[src/verilog/common_macros.svh]
`ifndef COMMON_MACROS_SVH
`define COMMON_MACROS_SVH

// Bus geometry
`define WB_ADDR_WIDTH 16      // Wishbone address bits
`define DATA_WIDTH    8       // Byte-wide data bus
`define WB_CC         2       // Controllers: host port, video fetch
`define WB_PC         2       // Peripherals: RAM, register file

// Peripheral sizes
`define RAM_DEPTH     1024    // Screen and work RAM bytes
`define REG_COUNT     8       // Control registers

// Video fetch
`define VIDEO_LEN     16      // Bytes per screen pass, from RAM address 0

`endif
[src/verilog/wb_if.sv]
`include "common_macros.svh"

// Wishbone B4 signal bundle, one per controller or peripheral port
interface wb_if;
    logic                      cycle;   // Cycle request
    logic                      strobe;  // Strobe
    logic                      we;      // Write enable
    logic [`WB_ADDR_WIDTH-1:0] addr;    // Address bus
    logic [`DATA_WIDTH-1:0]    wdata;   // Data toward peripheral
    logic [`DATA_WIDTH-1:0]    rdata;   // Data toward controller
    logic                      stall;   // Stall
    logic                      ack;     // Acknowledge

    modport controller (
        output cycle, strobe, we, addr, wdata,
        input  rdata, stall, ack
    );

    modport peripheral (
        input  cycle, strobe, we, addr, wdata,
        output rdata, stall, ack
    );

    // Read-only view for the arbiter
    modport monitor (
        input cycle, strobe, we, addr, wdata, ack
    );
endinterface

[src/verilog/video_fetch.sv]
`include "common_macros.svh"

module video_fetch (
    input  logic                   wb_clock_i,     // Clock
    input  logic                   rst_i,          // Sync reset
    input  logic                   en_i,           // Fetch enable
    output logic [`DATA_WIDTH-1:0] pix_o,          // Fetched screen byte
    output logic                   pix_valid_o,    // Pulses with each byte
    wb_if.controller               bus             // Wishbone controller port
);
    localparam int VW = $clog2(`VIDEO_LEN);

    logic [VW-1:0] vaddr;                          // Screen byte counter

    assign bus.addr  = `WB_ADDR_WIDTH'(vaddr);     // Select bit 0, RAM
    assign bus.we    = 1'b0;                       // Read only
    assign bus.wdata = '0;

    always_ff @(posedge wb_clock_i) begin
        if (rst_i) begin
            bus.cycle   <= 1'b0;
            bus.strobe  <= 1'b0;
            vaddr       <= '0;
            pix_valid_o <= 1'b0;
        end else begin
            pix_valid_o <= 1'b0;
            if (bus.cycle) begin
                if (bus.strobe && !bus.stall) begin
                    bus.strobe <= 1'b0;
                end
                if (bus.ack) begin
                    bus.cycle   <= 1'b0;
                    pix_valid_o <= 1'b1;
                    if (!en_i || vaddr == VW'(`VIDEO_LEN - 1)) begin
                        vaddr <= '0;               // Wrap, or restart next pass
                    end else begin
                        vaddr <= vaddr + 1'b1;
                    end
                end
            end else if (en_i) begin
                bus.cycle  <= 1'b1;                // Next byte
                bus.strobe <= 1'b1;
            end else begin
                vaddr <= '0;
            end
        end
    end

    always_ff @(posedge wb_clock_i) begin
        if (bus.cycle && bus.ack) begin
            pix_o <= bus.rdata;
        end
    end
endmodule

[src/flat_wrapper.sv]
// flat-port wrapper written by rule: the top's interface ports become plain ports
module video_fetch_flat 
  (wb_clock_i, rst_i, en_i, pix_o, pix_valid_o, bus_cycle, bus_strobe, bus_we, bus_addr, bus_wdata, bus_rdata, bus_stall, bus_ack);
  wb_if bus_i ();
  input  logic wb_clock_i;
  input  logic rst_i;
  input  logic en_i;
  output logic [`DATA_WIDTH-1:0] pix_o;
  output logic pix_valid_o;
  output wire logic [$bits(bus_i.cycle)-1:0] bus_cycle;
  output wire logic [$bits(bus_i.strobe)-1:0] bus_strobe;
  output wire logic [$bits(bus_i.we)-1:0] bus_we;
  output wire logic [$bits(bus_i.addr)-1:0] bus_addr;
  output wire logic [$bits(bus_i.wdata)-1:0] bus_wdata;
  input wire logic [$bits(bus_i.rdata)-1:0] bus_rdata;
  input wire logic [$bits(bus_i.stall)-1:0] bus_stall;
  input wire logic [$bits(bus_i.ack)-1:0] bus_ack;
  assign bus_cycle = bus_i.cycle;
  assign bus_strobe = bus_i.strobe;
  assign bus_we = bus_i.we;
  assign bus_addr = bus_i.addr;
  assign bus_wdata = bus_i.wdata;
  assign bus_i.rdata = bus_rdata;
  assign bus_i.stall = bus_stall;
  assign bus_i.ack = bus_ack;
  video_fetch u_core (.wb_clock_i(wb_clock_i), .rst_i(rst_i), .en_i(en_i), .pix_o(pix_o), .pix_valid_o(pix_valid_o), .bus(bus_i));
endmodule
[config.mk]
export PLATFORM = sky130hd
export DESIGN_NAME = video_fetch_flat
export DESIGN_NICKNAME = d
export VERILOG_FILES = /design/src/verilog/wb_if.sv /design/src/verilog/video_fetch.sv /design/src/flat_wrapper.sv
export VERILOG_INCLUDE_DIRS = /design/src /design/src/verilog
export SDC_FILE = /design/constraint.sdc
export NUM_CORES = 1
export LEC_CHECK = 0
export ABC_AREA = 1
export BUFFER_PORTS_ARGS = -buffer_cell sky130_fd_sc_hd__buf_2
export CAP_MARGIN = 30
export CORE_ASPECT_RATIO = 1.4
export CORE_MARGIN = 3
export CORE_UTILIZATION = 39
export CTS_CLUSTER_SIZE = 14
export DETAILED_ROUTE_END_ITERATION = 12
export PLACE_DENSITY = 0.73
export SYNTH_ARGS = -nofsm -noshare
export SYNTH_HDL_FRONTEND = slang
export SYNTH_SLANG_ARGS = --single-unit
[constraint.sdc]
create_clock -name wb_clock_i -period 1.32 [get_ports wb_clock_i]
set_clock_uncertainty 0.05 [all_clocks]
set_input_delay 0.264 -clock wb_clock_i [delete_from_list [all_inputs] [get_ports wb_clock_i]]
set_output_delay 0.264 -clock wb_clock_i [all_outputs]
set_load 0.005 [all_outputs]
==> flow_summary.yaml <==
setup_path:
  cp-start-kind: "register"
  cp_cell_sequence: "buf_2"
  worstSetupEndpointType: "primary output"
  r2r-end: "u_core.vaddr[3]$_SDFFE_PP0P_"
  critPathTopFamily: "flip-flops"
  r2r_cells: 6
  crit_required_ns: 1.01
  crit_slowest_cell: "dfxtp_1"
  reg2reg_from: "u_core.vaddr[0]$_SDFFE_PP0P_"
  path_class: "reg -> out"
  worstPathMaxFanout: 6
  path_buf_inv: 1
  r2r_setup_slack_ns: 0.19
  max_stage_delay_ns: 0.45
  cp_data_arrival_time_ns: 0.89
  cp-startpoint: "u_core.vaddr[2]$_SDFFE_PP0P_"
global_route:
  grt_pass1_vias: 443
  grt-ovfl-total: 0
  grt_first_pass_wirelength_um: 1790
  grt_max_degree: 10
  grt_usage_pct: 10.0
  antenna_found_initial: 0
timing:
  final-setup-viol-count: 0
  rsz0062_at_grt: "false"
  max_freq_mhz: 831
  worst_slack_ns: 0.117
  finalMaxSlewViolations: 0
  setup_tns_ns: 0
  post-route-period-util_pct: 91.1
  finalHoldViolations: 0
  fin_crit_ns: 1.20
clocking:
  insertion_delay_ns: 0.28
  cts_resized: 0
  cts_root_buffer: "clkbuf_4"
  clock_sinks: 15
  cts.clk_slew.worst_paths_ns: 0.09
  htreeDepth: 1
  clockBufferDepth: 2
  cts_tree: "yes"
  cts_hold_buf: 0
  cts_made_buffers: 3
  cts_setup_buffers: 0
hold_path:
  hold_path_depth: 1
  hp-start: "bus_rdata[7]"
  hp-class: "in -> reg"
  hold_path_end: "u_core.pix_o[7]$_DFFE_PP_"
finish:
  syn_to_final_growth_pct: 14.6
  mostFrequentLayoutCells: "buf_2 (27), conb_1 (21), nand2_1 (14)"
  fin_cells: 121
  fin_area_um2: 816
  diodes: 0
  drive_gt1_share_pct: 34.3
  final_common_cell: "buf_2"
  fin_nets: 117
placement:
  port_buffers: 27
  hpwl_um: 1000
  placed_cells: 117
  dp_slack_ns: 0.197
  place_area_um2: 788
  gp_congestion: 0.711
run_status:
  status: "complete, no violations"
pwr:
  powerDensity_nw_per_um2: 1040
  leakage_nw: 0.433
  power_mw: 0.849
  ir_worst_vdd_mv: 0.512
synthesis:
  postSynthCellCount: 72
  syn_area_um2: 712
  ys_warn_count: 0
  synth_seq_cells: 15
  syn_avg_cell_area_um2: 9.89
  synth_cell_types: 17
  seq_area_frac_synth_pct: 53.4
floorplanning:
  die_h_um: 56.6
  start_util_pct: 42.9
  core.rowCount: 17
  die_w_um: 42.1
  io_pins: 49
  core_area_um2: 1660
  dieArea_um2: 2380
route:
  ant_nets: 0
  vias_per_cell: 4.07
  vias: 493
  drt_iter0_drc: 2
  drt_pass1_iterations: 4
  wire_per_inst_um: 9.87
  routed_wl_um: 1190
  route.detailed.drc: 0
job:
  cap_violations: 0
## kinds of logic after synthesis
kind of cell	Yosys count	share of synthesized area, %
and+or+nand+nor	24	15.5
adders and majority gates	1	1.76
xor gates and xnor gates	1	1.23
DFF	15	53.4
buffers and inverters	26	24.8
other	1	0.527
AOI/OAI and AO/OA	4	2.81
## layer usage
metal  vias to the layer above  wire [um]  GRT usage [%]
li1                        247          -              -
met1                       221        429           10.2
met2                        23        635           17.7
met3                         2        119           2.24
met4                         0         10           6.67
met5                         -          0              0
## flip-flops by register name, indices dropped and copies added, names as in the netlist
signal / flops
u_core.bus.strobe: 1
u_core.vaddr: 4
u_core.pix_valid_o: 1
u_core.bus.cycle: 1
u_core.pix_o: 8
## through the flow
step | hold WS, ns | utilization, %
CTS | 0.0957 | 49.2
detailed placement | 0.395 | 47.5
global placement | 0.393 | 47.5
global route | 0.0921 | 49.2
finish | 0.108 | 49.2
floorplan | 0.286 | -
## cell type report
class | instances | area (um2)
fill | 182 | 843
clock buffer | 3 | 22.5
inverter | 5 | 18.8
sequential | 15 | 380
clock inverter | 1 | 5.00
tap | 19 | 23.8
timing repair buffer | 27 | 135
multi-input combinational | 51 | 230
## Yosys cell counts
master     n  area, um2
nand4_1    1       6.26
buf_4     21        158
edfxtp_1   8        240
inv_1      5       18.8
xor2_1     1       8.76
conb_1     1       3.75
nor2_4     1       11.3
ha_1       1       12.5
o21ai_1    1       5.00
dfxtp_1    7        140
a21oi_1    2       10.0
nor2_1     3       11.3
o21ai_0    1       5.00
nand2_2    1       6.26
nor2_2     2       12.5
nand3_1    2       10.0
nand2_1   14       52.6
## worst max-delay path by stage
stage / depth (start not counted) / end / slack (ns)
finish: 1 / bus_addr[2] / 0.12
global route: 1 / bus_addr[2] / 0.08
CTS: 1 / bus_addr[2] / 0.11
detailed placement: 6 / u_core.vaddr[2]$_SDFFE_PP0P_ / 0.20
global placement: 2 / u_core.pix_o[4]$_DFFE_PP_ / 0.23
floorplan: 6 / u_core.vaddr[2]$_SDFFE_PP0P_ / 0.27
## where the power goes
group	internal (mW)	switching [mW]	leakage, nW
clock	0.112	0.139	0.0177
combinational	0.0310	0.0489	0.284
sequential	0.509	0.00827	0.131
total	0.652	0.196	0.433
No activity file was read; power rests on OpenSTA's default activity.
