[config.mk]
export PLATFORM = sky130hd
export DESIGN_NAME = host_port_flat
export DESIGN_NICKNAME = d
export VERILOG_FILES = /design/src/verilog/wb_if.sv /design/src/verilog/host_port.sv /design/src/flat_wrapper.sv
export VERILOG_INCLUDE_DIRS = /design/src /design/src/verilog
export SDC_FILE = /design/constraint.sdc
export NUM_CORES = 1
export LEC_CHECK = 0
export BUFFER_PORTS_ARGS = -buffer_cell sky130_fd_sc_hd__buf_2
export CORE_ASPECT_RATIO = 0.5
export CORE_UTILIZATION = 40
export DETAILED_ROUTE_END_ITERATION = 12
export PLACE_DENSITY = 0.73
export SETUP_SLACK_MARGIN = 0.05
export SLEW_MARGIN = 20
export SYNTH_ARGS = -nofsm -noshare
export SYNTH_HDL_FRONTEND = slang
export SYNTH_SLANG_ARGS = --single-unit
[constraint.sdc]
create_clock -name wb_clock_i -period 1.1 [get_ports wb_clock_i]
set_input_delay 0.33 -clock wb_clock_i [delete_from_list [all_inputs] [get_ports wb_clock_i]]
set_output_delay 0.33 -clock wb_clock_i [all_outputs]
set_load 0.01 [all_outputs]
[src/verilog/common_macros.svh]
`ifndef COMMON_MACROS_SVH
`define COMMON_MACROS_SVH

// Bus geometry
`define WB_ADDR_WIDTH 16      // Wishbone address bits
`define DATA_WIDTH    8       // Byte-wide data bus
`define WB_CC         2       // Controllers: host port, video fetch
`define WB_PC         2       // Peripherals: RAM, register file

// Peripheral sizes
`define RAM_DEPTH     1024    // Screen and work RAM bytes
`define REG_COUNT     8       // Control registers

// Video fetch
`define VIDEO_LEN     16      // Bytes per screen pass, from RAM address 0

`endif
[src/verilog/wb_if.sv]
`include "common_macros.svh"

// Wishbone B4 signal bundle, one per controller or peripheral port
interface wb_if;
    logic                      cycle;   // Cycle request
    logic                      strobe;  // Strobe
    logic                      we;      // Write enable
    logic [`WB_ADDR_WIDTH-1:0] addr;    // Address bus
    logic [`DATA_WIDTH-1:0]    wdata;   // Data toward peripheral
    logic [`DATA_WIDTH-1:0]    rdata;   // Data toward controller
    logic                      stall;   // Stall
    logic                      ack;     // Acknowledge

    modport controller (
        output cycle, strobe, we, addr, wdata,
        input  rdata, stall, ack
    );

    modport peripheral (
        input  cycle, strobe, we, addr, wdata,
        output rdata, stall, ack
    );

    // Read-only view for the arbiter
    modport monitor (
        input cycle, strobe, we, addr, wdata, ack
    );
endinterface

[src/verilog/host_port.sv]
`include "common_macros.svh"

module host_port (
    input  logic                      wb_clock_i,   // Clock
    input  logic                      rst_i,        // Sync reset
    input  logic                      req_i,        // Request pulse
    input  logic                      we_i,         // Write when high
    input  logic [`WB_ADDR_WIDTH-1:0] addr_i,       // Request address
    input  logic [`DATA_WIDTH-1:0]    wdata_i,      // Write data
    output logic [`DATA_WIDTH-1:0]    rdata_o,      // Read data, valid with done_o
    output logic                      done_o,       // Transfer finished
    output logic                      busy_o,       // Request in flight
    wb_if.controller                  bus           // Wishbone controller port
);
    logic start;                                    // Accept a new request

    assign start = req_i && !busy_o;

    always_ff @(posedge wb_clock_i) begin
        if (rst_i) begin
            busy_o     <= 1'b0;
            done_o     <= 1'b0;
            bus.cycle  <= 1'b0;
            bus.strobe <= 1'b0;
        end else begin
            done_o <= 1'b0;
            if (start) begin
                busy_o     <= 1'b1;
                bus.cycle  <= 1'b1;
                bus.strobe <= 1'b1;
            end else if (done_o) begin
                busy_o <= 1'b0;                     // Ready again after done pulse
            end else if (bus.cycle) begin
                if (bus.strobe && !bus.stall) begin
                    bus.strobe <= 1'b0;             // Accepted, single transfer
                end
                if (bus.ack) begin
                    bus.cycle <= 1'b0;
                    done_o    <= 1'b1;
                end
            end
        end
    end

    // Request latch and read capture
    always_ff @(posedge wb_clock_i) begin
        if (start) begin
            bus.we    <= we_i;
            bus.addr  <= addr_i;
            bus.wdata <= wdata_i;
        end
        if (bus.cycle && bus.ack) begin
            rdata_o <= bus.rdata;
        end
    end

    // Done comes after the bus cycle closed, still inside busy
    assert property (@(posedge wb_clock_i) disable iff (rst_i)
        done_o |-> busy_o && !bus.cycle);
endmodule

[src/flat_wrapper.sv]
// flat-port wrapper written by rule: the top's interface ports become plain ports
module host_port_flat 
  (wb_clock_i, rst_i, req_i, we_i, addr_i, wdata_i, rdata_o, done_o, busy_o, bus_cycle, bus_strobe, bus_we, bus_addr, bus_wdata, bus_rdata, bus_stall, bus_ack);
  wb_if bus_i ();
  input  logic wb_clock_i;
  input  logic rst_i;
  input  logic req_i;
  input  logic we_i;
  input  logic [`WB_ADDR_WIDTH-1:0] addr_i;
  input  logic [`DATA_WIDTH-1:0] wdata_i;
  output logic [`DATA_WIDTH-1:0] rdata_o;
  output logic done_o;
  output logic busy_o;
  output wire logic [$bits(bus_i.cycle)-1:0] bus_cycle;
  output wire logic [$bits(bus_i.strobe)-1:0] bus_strobe;
  output wire logic [$bits(bus_i.we)-1:0] bus_we;
  output wire logic [$bits(bus_i.addr)-1:0] bus_addr;
  output wire logic [$bits(bus_i.wdata)-1:0] bus_wdata;
  input wire logic [$bits(bus_i.rdata)-1:0] bus_rdata;
  input wire logic [$bits(bus_i.stall)-1:0] bus_stall;
  input wire logic [$bits(bus_i.ack)-1:0] bus_ack;
  assign bus_cycle = bus_i.cycle;
  assign bus_strobe = bus_i.strobe;
  assign bus_we = bus_i.we;
  assign bus_addr = bus_i.addr;
  assign bus_wdata = bus_i.wdata;
  assign bus_i.rdata = bus_rdata;
  assign bus_i.stall = bus_stall;
  assign bus_i.ack = bus_ack;
  host_port u_core (.wb_clock_i(wb_clock_i), .rst_i(rst_i), .req_i(req_i), .we_i(we_i), .addr_i(addr_i), .wdata_i(wdata_i), .rdata_o(rdata_o), .done_o(done_o), .busy_o(busy_o), .bus(bus_i));
endmodule
==> impl_results.md <==
- Status: finished, violations left
- Failing checks: negative setup slack
- Final Hold Fails: 0
- EDFF count, synth: 33
- Final setup fails: 23
- CP startpoint kind: register
- GP Congestion: 0.707
- Clock transition at the registers of the reported paths: 0.07 ns
- Placed wire-length estimate: 1610 µm
- Worst vdd ir: ~0.6 mV
- Layout cells sized above 1: 0.684
- Hold Buf Count CTS: 0
- Chip height: 40.1 µm
- RSZ-0062 raised after global routing: yes
- FFs w/ async S/R, synth: 0
- Area growth, synth to finish: 47.6%
- WL final: approximately 2100 µm
- Top cells by count, synth: edfxtp_1, dfxtp_1, a21oi_1
- IO Port Bufs: 74
- Initial detailed-routing violation count: 21
- Total power: approximately 2.8 mW
- Cells after synthesis: 49
- Synth cell types: 12
- Final Max Tran Viols: 0
- Ports: 75
- Post-synthesis register bit count: 37
- Total track usage: 0.125
- Register area share after synthesis: 0.921
- Remaining global-route overflow: 0
- Syn nets: between 80 and 90
- Placeable Area: 0.00267 mm²
- CP max stage delay: 0.39 ns
- Largest net degree at the start of global routing: 27
- Vias in the first global route: approximately 600
- Placed cell count: 161
- Cells along the critical path: buf_2
- Min Hold Slack: approximately 0.23 ns
- Setup WS post-layout: -0.0530 ns
- Min Tclk post-route: 1.15 ns
- PwrDens: roughly 1600 mW/mm²
- P_leak: between 0.7 and 0.8 nW
- Latest clock arrival within the worst-skew pair: ~0.28 ns
- Most frequent cell after synthesis: edfxtp_1
- Post-route core utilization: 0.643
- Hold Crit Class: input port to register
- Top_reg_cell synth: edfxtp_1
- Cell taking the most area after synthesis: edfxtp_1
- Starting Density: 0.436
- Detailed-route via count: between 700 and 800
- Worst-margin pin slew: 0.253 ns
- MaxCap Viol Count: 0
- CTS tree: done
- Final Cycle Share: 1.05
- Detailed Routing Iterations Pass 1: 3
- Syn_area_per_cell: 23.7 µm²
- Critical path class: register to output pin
- Synth warnings: 0
- Final Non-Filler Cells: between 150 and 200
- Clock buffer depth: 2
- Initial antenna violation count: 0
- First-pass GRT wire length: roughly 2700 µm
- Rel. slew slack: 0.831
- TritonCTS buffer count: 5
- Via density: between 4 and 5
- Slowest stage cell on the critical path: edfxtp_1
- Wire length per cell: around 13 µm
- Worst-path maximum fanout: 1
- Root Driver: clkbuf_8
- Die area: around 0.0031 mm²
- Buf/Inv on CP: 1
- Crit path DAT: roughly 0.82 ns
- CP endpoint kind: output pin
- Clock skew: roughly 0.0027 ns
- Required @ worst endpoint: 0.77 ns
- Max frequency: ~870 MHz
- DRC errors left: 0
- Final net count: 170
- # rows: 13
- Mapped Area: ~0.0012 mm²
- Area share of the largest cell type after synthesis: 0.853
- Clock sinks: 37
- Die Wd: 78.2 µm
- Synth top area cells: edfxtp_1, dfxtp_1, nor4b_4
- Delay-heaviest family, CP: flip-flops
- Routed Antenna Nets: 0
- # diodes: 0
- H-tree levels: 2
## cell families after synthesis
logic type / share of synthesized area
flip-flops: 0.921
AND/OR/NAND/NOR: 0.0431
AO/OA/AOI/OAI: 0.0237
buffers and inverters: 0.0118
## worst paths after layout
check,start,endpoint,slack (ns),cells past startpoint
max reg2reg,u_core.busy_o$_SDFFE_PP0P_,u_core.bus.addr[9]$_DFFE_PP_,0.10,2
min reg2reg,u_core.busy_o$_SDFFE_PP0P_,u_core.busy_o$_SDFFE_PP0P_,0.49,2
max,u_core.bus.wdata[6]$_DFFE_PP_,bus_wdata[6],-0.05,1
min,wdata_i[4],u_core.bus.wdata[4]$_DFFE_PP_,0.23,1
## cells in the final DEF, fill, tap and decap left out, drive strengths merged
cell    netlist  layout
buf           0      76
nor4b         1       1
nor2          1       1
inv           3       3
edfxtp       33      33
clkbuf        0       5
o21ai         1       1
a21oi         3       3
o31ai         1       1
nand2b        2       2
dfxtp         4       4
clkinv        0       3
## through the flow
stage / worst slack (ns) / setup TNS [ns] / area [µm²]
4_1_cts: -0.0496 / -0.671 / 1710
2_1_floorplan: 0.0691 / 0 / 1170
6_report: -0.0530 / -0.313 / 1720
3_3_place_gp: 0.0191 / 0 / 1590
5_1_grt: -0.0750 / -1.33 / 1720
3_5_place_dp: 0.00199 / 0 / 1590
## layout make-up
cell class | count | area, µm²
clock buffer | 5 | 68.8
tap | 37 | 46.3
fill | 196 | 952
inverter | 3 | 16.3
multi-input combinational | 9 | 82.6
timing repair buffer | 76 | 410
sequential | 37 | 1080
clock inverter | 3 | 12.5
## registers in the layout, summed over array words and instances, names as in the netlist
register	cells
u_core.busy_o	1
u_core.bus.strobe	1
u_core.bus.wdata	8
u_core.done_o	1
u_core.bus.addr	16
u_core.bus.cycle	1
u_core.rdata_o	8
u_core.bus.we	1
## per-layer routing
| layer | track usage | wire, µm | vias to the layer above | share of wire |
|---|---|---|---|---|
| li1 | - | - | 351 | - |
| met1 | 0.117 | 760 | 335 | 0.36 |
| met2 | 0.243 | 1190 | 24 | 0.56 |
| met3 | 0.0432 | 108 | 6 | 0.051 |
| met4 | 0.102 | 65 | 0 | 0.031 |
| met5 | 0 | 0 | - | 0 |
## report_power, final
part,internal (mW),switching (mW)
clock network,0.425,0.419
logic,0.126,0.134
registers,1.62,0.0231
## repair_timing
action	CTS	global route
setup buffers	0	1
cloned	0	0
resized for setup	10	0
setup endpoints to repair	62	37
hold endpoints to repair	0	0
No activity file was read; power rests on OpenSTA's default activity.
