==> src/verilog/common_macros.svh <==
`ifndef COMMON_MACROS_SVH
`define COMMON_MACROS_SVH

// Bus geometry
`define WB_ADDR_WIDTH 16      // Wishbone address bits
`define DATA_WIDTH    8       // Byte-wide data bus
`define WB_CC         2       // Controllers: host port, video fetch
`define WB_PC         2       // Peripherals: RAM, register file

// Peripheral sizes
`define RAM_DEPTH     1024    // Screen and work RAM bytes
`define REG_COUNT     8       // Control registers

// Video fetch
`define VIDEO_LEN     16      // Bytes per screen pass, from RAM address 0

`endif
==> src/verilog/common_pkg.sv <==
`include "common_macros.svh"

package common_pkg;

    // One address word, seen raw or split into peripheral select and offset
    // Peripheral 0 is the RAM, peripheral 1 the register file
    typedef union packed {
        logic [`WB_ADDR_WIDTH-1:0] raw;                // Word as driven on the bus
        struct packed {
            logic                      psel;           // Target peripheral
            logic [`WB_ADDR_WIDTH-2:0] offset;         // Offset inside the target
        } f;
    } wb_addr_u;

endpackage

==> src/verilog/wb_if.sv <==
`include "common_macros.svh"

// Wishbone B4 signal bundle, one per controller or peripheral port
interface wb_if;
    logic                      cycle;   // Cycle request
    logic                      strobe;  // Strobe
    logic                      we;      // Write enable
    logic [`WB_ADDR_WIDTH-1:0] addr;    // Address bus
    logic [`DATA_WIDTH-1:0]    wdata;   // Data toward peripheral
    logic [`DATA_WIDTH-1:0]    rdata;   // Data toward controller
    logic                      stall;   // Stall
    logic                      ack;     // Acknowledge

    modport controller (
        output cycle, strobe, we, addr, wdata,
        input  rdata, stall, ack
    );

    modport peripheral (
        input  cycle, strobe, we, addr, wdata,
        output rdata, stall, ack
    );

    // Read-only view for the arbiter
    modport monitor (
        input cycle, strobe, we, addr, wdata, ack
    );
endinterface

==> src/verilog/wb_regs.sv <==
`include "common_macros.svh"

module wb_regs (
    input  logic      wb_clock_i,   // Clock
    input  logic      rst_i,        // Sync reset
    wb_if.peripheral  bus           // Wishbone peripheral port
);
    localparam int RW = $clog2(`REG_COUNT);

    logic [`DATA_WIDTH-1:0] regs [`REG_COUNT];  // Control registers
    common_pkg::wb_addr_u   a;
    logic [RW-1:0]          idx;                // Register number
    logic                   req;                // Strobe present
    logic                   primed;             // First cycle already stalled
    logic                   acc;                // Strobe accepted this edge

    assign a.raw     = bus.addr;
    assign idx       = a.f.offset[RW-1:0];
    assign req       = bus.cycle && bus.strobe;
    assign bus.stall = req && !primed;          // Stall first cycle of a strobe
    assign acc       = req && primed;

    always_ff @(posedge wb_clock_i) begin
        if (rst_i) begin
            primed  <= 1'b0;
            bus.ack <= 1'b0;
            for (int i = 0; i < `REG_COUNT; i++) begin
                regs[i] <= '0;
            end
        end else begin
            primed  <= req && !primed;          // Clears on accept or dropped cycle
            bus.ack <= acc;
            if (acc && bus.we) begin
                regs[idx] <= bus.wdata;
            end
        end
    end

    always_ff @(posedge wb_clock_i) begin
        if (acc) begin
            bus.rdata <= regs[idx];
        end
    end

    // Controller drops strobe on acceptance, so ack never meets a stall
    assert property (@(posedge wb_clock_i) disable iff (rst_i)
        !(bus.stall && bus.ack));
endmodule

==> src/flat_wrapper.sv <==
// flat-port wrapper written by rule: the top's interface ports become plain ports
module wb_regs_flat 
  (wb_clock_i, rst_i, bus_cycle, bus_strobe, bus_we, bus_addr, bus_wdata, bus_rdata, bus_stall, bus_ack);
  wb_if bus_i ();
  input  logic wb_clock_i;
  input  logic rst_i;
  input wire logic [$bits(bus_i.cycle)-1:0] bus_cycle;
  input wire logic [$bits(bus_i.strobe)-1:0] bus_strobe;
  input wire logic [$bits(bus_i.we)-1:0] bus_we;
  input wire logic [$bits(bus_i.addr)-1:0] bus_addr;
  input wire logic [$bits(bus_i.wdata)-1:0] bus_wdata;
  output wire logic [$bits(bus_i.rdata)-1:0] bus_rdata;
  output wire logic [$bits(bus_i.stall)-1:0] bus_stall;
  output wire logic [$bits(bus_i.ack)-1:0] bus_ack;
  assign bus_i.cycle = bus_cycle;
  assign bus_i.strobe = bus_strobe;
  assign bus_i.we = bus_we;
  assign bus_i.addr = bus_addr;
  assign bus_i.wdata = bus_wdata;
  assign bus_rdata = bus_i.rdata;
  assign bus_stall = bus_i.stall;
  assign bus_ack = bus_i.ack;
  wb_regs u_core (.wb_clock_i(wb_clock_i), .rst_i(rst_i), .bus(bus_i));
endmodule
==> config.mk <==
export PLATFORM = sky130hd
export DESIGN_NAME = wb_regs_flat
export DESIGN_NICKNAME = d
export VERILOG_FILES = /design/src/verilog/common_pkg.sv /design/src/verilog/wb_if.sv /design/src/verilog/wb_regs.sv /design/src/flat_wrapper.sv
export VERILOG_INCLUDE_DIRS = /design/src /design/src/verilog
export SDC_FILE = /design/constraint.sdc
export NUM_CORES = 1
export LEC_CHECK = 0
export BUFFER_PORTS_ARGS = -buffer_cell sky130_fd_sc_hd__buf_4
export CAP_MARGIN = 40
export CELL_PAD_IN_SITES_DETAIL_PLACEMENT = 0
export CELL_PAD_IN_SITES_GLOBAL_PLACEMENT = 2
export CORE_MARGIN = 3
export CORE_UTILIZATION = 43
export DETAILED_ROUTE_END_ITERATION = 6
export PLACE_DENSITY_LB_ADDON = 0.08
export SLEW_MARGIN = 10
export SYNTH_ARGS = -nofsm -noshare
export SYNTH_HDL_FRONTEND = slang
export SYNTH_SLANG_ARGS = --single-unit
==> constraint.sdc <==
create_clock -name wb_clock_i -period 2.3 [get_ports wb_clock_i]
set_clock_uncertainty 0.2 [all_clocks]
set_input_delay 0.23 -clock wb_clock_i [delete_from_list [all_inputs] [get_ports wb_clock_i]]
set_output_delay 0.23 -clock wb_clock_i [all_outputs]
set_load 0.02 [all_outputs]
==> summary.md, run 1 <==
| Metric | Value |
|---|---|
| Max_cap viols | 0 |
| DIE AREA | 9150 sq um |
| Cell area after synthesis | 3460 sq um |
| Hold Startpoint | bus_wdata[5] |
| Layout cells sized above 1 | 29.5% |
| CTS HTree Levels | 3 |
| Post-CTS Setup Bufs | 0 |
| Async SR Flop Fraction | 0% |
| Die height | between 90 and 100 um |
| Fmax | 0.478 GHz |
| Initial DRC count | 102 |
| Leak | 1.58 nW |
| Mux share of post-synthesis cell area | 13.4% |
| Syn Nets | between 200 and 250 |
| Slew margin rel. | 54.2% |
| Hold Violations, Final | 0 |
| Critical path cell sequence | dlygate4sd3_1 > buf_4 > nand4b_4 > nor4_4 > or2_2 |
| Syn avg cell area | 16.9 sq um |
| Reg clk slew, reported paths | 80 ps |
| Post-DRT Antenna Nets | 0 |
| Most frequent cell after synthesis | edfxtp_1 |
| 1st-pass router iterations | 4 |
| Worst-path maximum fanout | 10 |
| Post-synth EDFFs | 72 |
| RR Startpoint | u_core.primed$_SDFF_PP0_ |
| Delay of the slowest critical-path stage | 530 ps |
| Synth Area in Compound Gates | 0.217% |
| Ports | 39 |
| CP max-delay cell | dlygate4sd3_1 |
| Fin crit period | 2090 ps |
| Tot GR Track Use | between 15 and 20% |
| Clock Latency Late Sink | 340 ps |
| Setup TNS after final layout | 0 ps |
| Fin crit share | 90.9% |
| Worst IR Drop VDD | 0.340 mV |
| Seq cells post-synth | 74 |
| Clock root cell | clkbuf_8 |
| Number of global-route vias before repair | roughly 2k |
| Synth area leaders | edfxtp_1 (63%), and2_1 (12%), mux4_1 (9.9%) |
| Remaining DRCs | 0 |
| First-pass GRT wire length | approximately 11000 um |
| Antenna violations before repair | 0 |
| GR peak layer | met2 |
| Site row count | 32 |
| Reg2reg setup slack | about 450 ps |
| Area grow syn2layout | 16.5% |
| Slew Limit Fails | 0 |
| Outcome | finished, final reports clean |
| Synth warnings | 0 |
| CTS max path bufs | 2 |
| Synth top area share | 62.6% |
| Maximum number of pins on one net before global-route repair | 24 |
| Sequential cell area fraction in the yosys report | 63.7% |
| Wire per inst | 21.1 um |
| Hold depth | 2 |
| Clk sink count | 74 |
| Antenna Cells | 0 |
| Post-synth top cells | edfxtp_1 (72), and2_1 (64), mux4_1 (13), nand2_1 (10), or2_2 (9) |
| Filler cells | 694 |
| HP Class | input pin to register |
| Ys flop type | edfxtp_1 |
| Crit. End Element | register |
| Post-DP HPWL | between 5000 and 6000 um |
| CTS tree | done |
| Met2 Resource Use GR | around 30% |
| CP Launch Type | input pin |
| Simple-gate share of the synthesized area | 21.2% |
| Post-Route WL | 7460 um |
| Cell family with the largest share of critical-path delay | simple AND/OR/NAND/NOR gates |
| Initial Util | 44.5% |
| Worst Reg-to-Reg Cells | 3 |
| Post-synthesis instance total | between 200 and 250 |
| Worst Max-Slew Pin Slew | 687 ps |
| RSZ-0062 raised after global routing | false |
| Gr ovfl total | 0 |
| TritonCTS Buffers | 9 |
| Crit path buf inv count | 2 |
| Die Wd | 95.7 um |
| Setup CP Type | input pin to register |
| Nets@finish | 275 |
| RR Endpoint | u_core.regs[0][3]$_SDFFCE_PN0P_ |
| Post-Synth Adder-Cell Area | 0% |
| CP arrival | 1900 ps |
| Worst hold endpoint | u_core.regs[1][5]$_SDFFCE_PN0P_ |
| Port bufs | 25 |
| Final setup fails | 0 |
| Power Density | 690 nW/um^2 |
| Synth Area in XOR/XNOR | 0% |
| Via count | 1837 |
| Post-synth top area cell | edfxtp_1 |
| GR Util met1 | 23.9% |
| Core area | between 7000 and 8000 sq um |
| Worst Path Required | 2110 ps |
| Yosys cell types | 24 |
| Utilization after layout | approximately half |
| Largest family of logic cells by synthesized area | simple AND/OR/NAND/NOR gates |
| Via density | 5.20 |
| Met3 Use GR | 3.08% |
| GPL Wtd Cong | 0.774 |
per-layer routing:
layer	vias up	wire (um)
met5	-	0
met2	33	3810
met1	936	3340
li1	860	-
met3	8	243
met4	0	68
placed cells by master (no fill, tap or decap), drive strengths merged, types with 2 or more instances in the layout:
cell / instances
and2: 64
dfxtp: 2
bufinv: 2
dlygate4sd3: 2
clkbuf: 10
or2: 9
nor4: 8
inv: 3
mux2: 5
mux2i: 2
buf: 34
edfxtp: 72
nand2b: 2
mux4: 15
clkinv: 4
nand2: 10
sequential cells by signal, summed over array words and instances (netlist names):
signal            count
u_core.regs          64
u_core.bus.rdata      8
u_core.bus.ack        1
u_core.primed         1
power by group:
part           leakage [nW]  switching, mW  total, mW  internal [mW]
Sequential            0.757         0.0108       1.52           1.51
Clock                 0.105          0.465       1.07          0.604
Combinational         0.713          0.109      0.186         0.0765
cells by family (layout without fill, tap and decap cells):
logic type	count (synthesis)	count (layout)
AND/OR/NAND/NOR	99	99
flip-flops	74	74
multiplexers	22	22
AO/OA/AOI/OAI	1	1
buffers and inverters	8	55
worst max path at each step:
stage	depth (start not counted)	end	from	slack, ps
floorplan	3	u_core.regs[0][0]$_SDFFCE_PN0P_	u_core.primed$_SDFF_PP0_	580
global placement	4	u_core.regs[1][3]$_SDFFCE_PN0P_	bus_addr[0]	320
detailed placement	4	u_core.regs[1][3]$_SDFFCE_PN0P_	bus_addr[0]	280
CTS	5	u_core.regs[1][7]$_SDFFCE_PN0P_	rst_i	210
global route	5	u_core.regs[5][2]$_SDFFCE_PN0P_	rst_i	120
finish	5	u_core.regs[0][3]$_SDFFCE_PN0P_	rst_i	210
timing repair:
item,CTS,global route
hold buffers,2,0
gates resized for setup,0,0
endpoints found under the hold margin,1,0
endpoints found under the setup margin,0,0
worst register-to-register path, delay by kind of cell (launching register included):
family | cells | cell delay (ps)
DFF | 1 | 410
and+or+nand+nor | 3 | 910
final cells by class:
| cell class | count | area (sq um) | share of cell area (%) |
|---|---|---|---|
| Multi-Input combinational cell | 122 | 1200 | 29.9 |
| Clock inverter | 6 | 81.3 | 2.02 |
| Tap cell | 102 | 128 | 3.17 |
| Timing Repair Buffer | 36 | 275 | 6.83 |
| Clock buffer | 10 | 128 | 3.17 |
| Inverter | 3 | 11.3 | 0.280 |
| Sequential cell | 74 | 2200 | 54.7 |
metrics by stage:
stage / setup slack, ps / instances / hold WS, ps / instance area (sq um) / power, mW
floorplan: 578 / 204 / 107 / 3460 / 1.66
global route: 123 / 353 / 23.8 / 4030 / 2.87
finish: 209 / 353 / 19.8 / 4030 / 2.78
CTS: 214 / 353 / 3.49 / 4030 / 2.80
global placement: 323 / 335 / 262 / 3800 / 1.73
detailed placement: 276 / 335 / 271 / 3800 / 1.74
Note: power is estimated with default switching activity, not from simulation.
==> run 2, diff against run 1 <==
- GPL_ROUTABILITY_DRIVEN: not set -> 0
- MAX_ROUTING_LAYER: not set -> met4
- RECOVER_POWER: not set -> 100
==> summary.md, run 2 (synthesis gave the netlist of run 1 again) <==
| Metric | Value |
|---|---|
| Outcome | finished, final reports clean |
| Clock Latency Late Sink | 340 ps (about the same) |
| Area grow syn2layout | 14.3% |
| Fin crit period | 2200 ps (+106 ps) |
| CP arrival | 2010 ps (+110 ps) |
| Commonest non-fill, non-tap cell in the layout | edfxtp_1 |
| Worst IR Drop VDD | 0.340 mV (+0.23%) |
| Die height | 95.7 um (unchanged) |
| Hold Violations, Final | 0 (unchanged) |
| RSZ-0062 raised after global routing | false |
| First-pass GRT wire length | 11400 um (-0.18%) |
| Net switching power figure | 0.584 mW (-0.13%) |
| Setup CP Type | input pin to register |
| RR Endpoint | u_core.regs[4][3]$_SDFFCE_PN0P_ |
| Fin worst setup slack | 104 ps (-106 ps) |
| Worst-path maximum fanout | 10 (unchanged) |
| Seq pwr share | 54.9% (about the same) |
| Worst Path Required | 2120 ps (about the same) |
| Maximum number of pins on one net before global-route repair | 24 (unchanged) |
| Max_cap viols | 0 (unchanged) |
| Post-DRT Antenna Nets | 0 (unchanged) |
| Crit. End Element | register |
| Remaining DRCs | 0 (unchanged) |
| Post-CTS Setup Bufs | 0 (unchanged) |
| Cell family with the largest share of critical-path delay | simple AND/OR/NAND/NOR gates |
| Switching Fraction | 21.1% (about the same) |
| CTS max path bufs | 2 (unchanged) |
| Clock root cell | clkbuf_8 |
| Setup TNS after final layout | 0 ps (unchanged) |
| CTS tree | done |
| Clock share of power | 38.6% (about the same) |
| Site row count | 32 (unchanged) |
| Nets@finish | 275 (unchanged) |
| Port bufs | 25 (unchanged) |
| Slew Limit Fails | 0 (unchanged) |
| HP Class | input pin to register |
| Register Area | 2200 sq um (unchanged) |
| TritonCTS Buffers | 9 (unchanged) |
| Final setup fails | 0 (unchanged) |
| Worst Max-Slew Pin Slew | 629 ps (-58.0 ps) |
| Slew margin rel. | 58.0% (+3.9 points) |
| RR Startpoint | u_core.primed$_SDFF_PP0_ |
| CP max-delay cell | dlygate4sd3_1 |
| Reg clk slew, reported paths | 80 ps (about the same) |
| Delay of the slowest critical-path stage | 530 ps (about the same) |
| Gr ovfl total | 0 (unchanged) |
| Leak | 1.48 nW (-5.8%) |
| Ports | 39 (unchanged) |
| Antenna violations before repair | 0 (unchanged) |
| Hold Startpoint | bus_wdata[5] |
| Via density | 5.18 (-0.38%) |
| Die Wd | 95.7 um (unchanged) |
| Fin crit share | 95.5% (+4.6 points) |
| Post-Route WL | 7480 um (+0.31%) |
| CTS HTree Levels | 3 (unchanged) |
| Initial DRC count | 103 (+0.98%) |
| 1st-pass router iterations | 4 (unchanged) |
| Multi-input gate area | 1190 sq um (-1.2%) |
| Hold depth | 2 (unchanged) |
| Reg2reg setup slack | 340 ps (-110 ps) |
| Initial Util | 44.5% (unchanged) |
| Worst Reg-to-Reg Cells | 3 (unchanged) |
| Layout cells sized above 1 | 22.7% (-6.8 points) |
| Top reg by flops | u_core.regs |
| Power Density | 703 nW/um^2 (+1.8%) |
| Post-DP HPWL | 5020 um (unchanged) |
| Core area | 7770 sq um (unchanged) |
| P_int | 2.19 mW (-0.14%) |
| Antenna Cells | 0 (unchanged) |
| Worst hold endpoint | u_core.regs[1][5]$_SDFFCE_PN0P_ |
| Clk sink count | 74 (unchanged) |
| Biggest regs | u_core.regs x64, u_core.bus.rdata x8 |
| Filler cells | 705 (+1.6%) |
| DIE AREA | 9150 sq um (unchanged) |
| Most frequent cells in the layout | edfxtp_1 (72), and2_1 (37), and2_0 (27), buf_4 (17), clkbuf_1 (16) |
| CP Launch Type | input pin |
| Tot GR Track Use | 18.6% (+0.49 points) |
| Place WS | 276 ps (unchanged) |
| Number of global-route vias before repair | 1989 (-0.25%) |
| Max reg flops | 64 (unchanged) |
| Wire per inst | 21.2 um (+0.31%) |
| Crit path buf inv count | 2 (unchanged) |
| Fmax | 0.455 GHz (-4.8%) |
| Gate power share | 6.5% (-0.2 points) |
| Critical path cell sequence | dlygate4sd3_1 > buf_4 > nand4b_4 > nor4_1 > or2_2 |
| Via count | 1830 (-0.38%) |
-- run 2: cell count changes in the layout (fill, tap and decap cells not counted), sizes merged --
cell    previous run  this run
buf               34        17
clkbuf            10        27
-- run 2: cell type report --
class,instances,area share [%]
Timing Repair Buffer,36,5.41
Tap cell,102,3.23
Clock inverter,6,2.06
Sequential cell,74,55.7
Inverter,3,0.285
Clock buffer,10,3.23
Multi-Input combinational cell,122,30.1
-- run 2: per-layer routing --
layer  GRT usage [%]  vias up  share of wire, %
met5               -        -                 0
met4            6.40        0               1.1
met3            3.08       12               3.7
met2            30.4       34                51
met1            23.7      926                44
li1                -      858                 -
-- run 2: repair_timing --
action,in CTS,in global routing
hold endpoints to repair,1,0
resized for setup,0,0
hold buffers,2,0
-- run 2: power by group through the flow --
stage	clock (mW)	sequential [mW]	combinational, mW
after floorplan	0	1.55	0.112
after global placement	0	1.55	0.182
after detailed placement	0	1.56	0.187
after CTS	1.09	1.53	0.189
after global routing	1.14	1.53	0.198
final	1.07	1.52	0.181
-- run 2: how the worst max path moves through the flow --
stage	from	to	slack, ps	depth (start not counted)
global placement	bus_addr[0]	u_core.regs[1][3]$_SDFFCE_PN0P_	320	4
finish	rst_i	u_core.regs[4][3]$_SDFFCE_PN0P_	100	5
CTS	rst_i	u_core.regs[1][7]$_SDFFCE_PN0P_	210	5
detailed placement	bus_addr[0]	u_core.regs[1][3]$_SDFFCE_PN0P_	280	4
floorplan	u_core.primed$_SDFF_PP0_	u_core.regs[0][0]$_SDFFCE_PN0P_	580	3
global route	rst_i	u_core.regs[5][2]$_SDFFCE_PN0P_	70	6
-- run 2: worst reg2reg max path, cell delays in order (launching register included) --
cell and delay (ps):
dfxtp_1 410, nand4b_4 310, nor4_1 360, or2_2 370
-- run 2: stage by stage --
stage               util, %  instances  hold WS [ps]  total power [mW]  cell area [sq um]
CTS                    51.9        353          3.49              2.80               4030
floorplan                 -        204           107              1.66               3460
finish                 50.9        353          16.8              2.78               3950
global route           50.9        353          24.9              2.87               3950
global placement       48.9        335           262              1.73               3800
detailed placement     48.9        335           271              1.74               3800
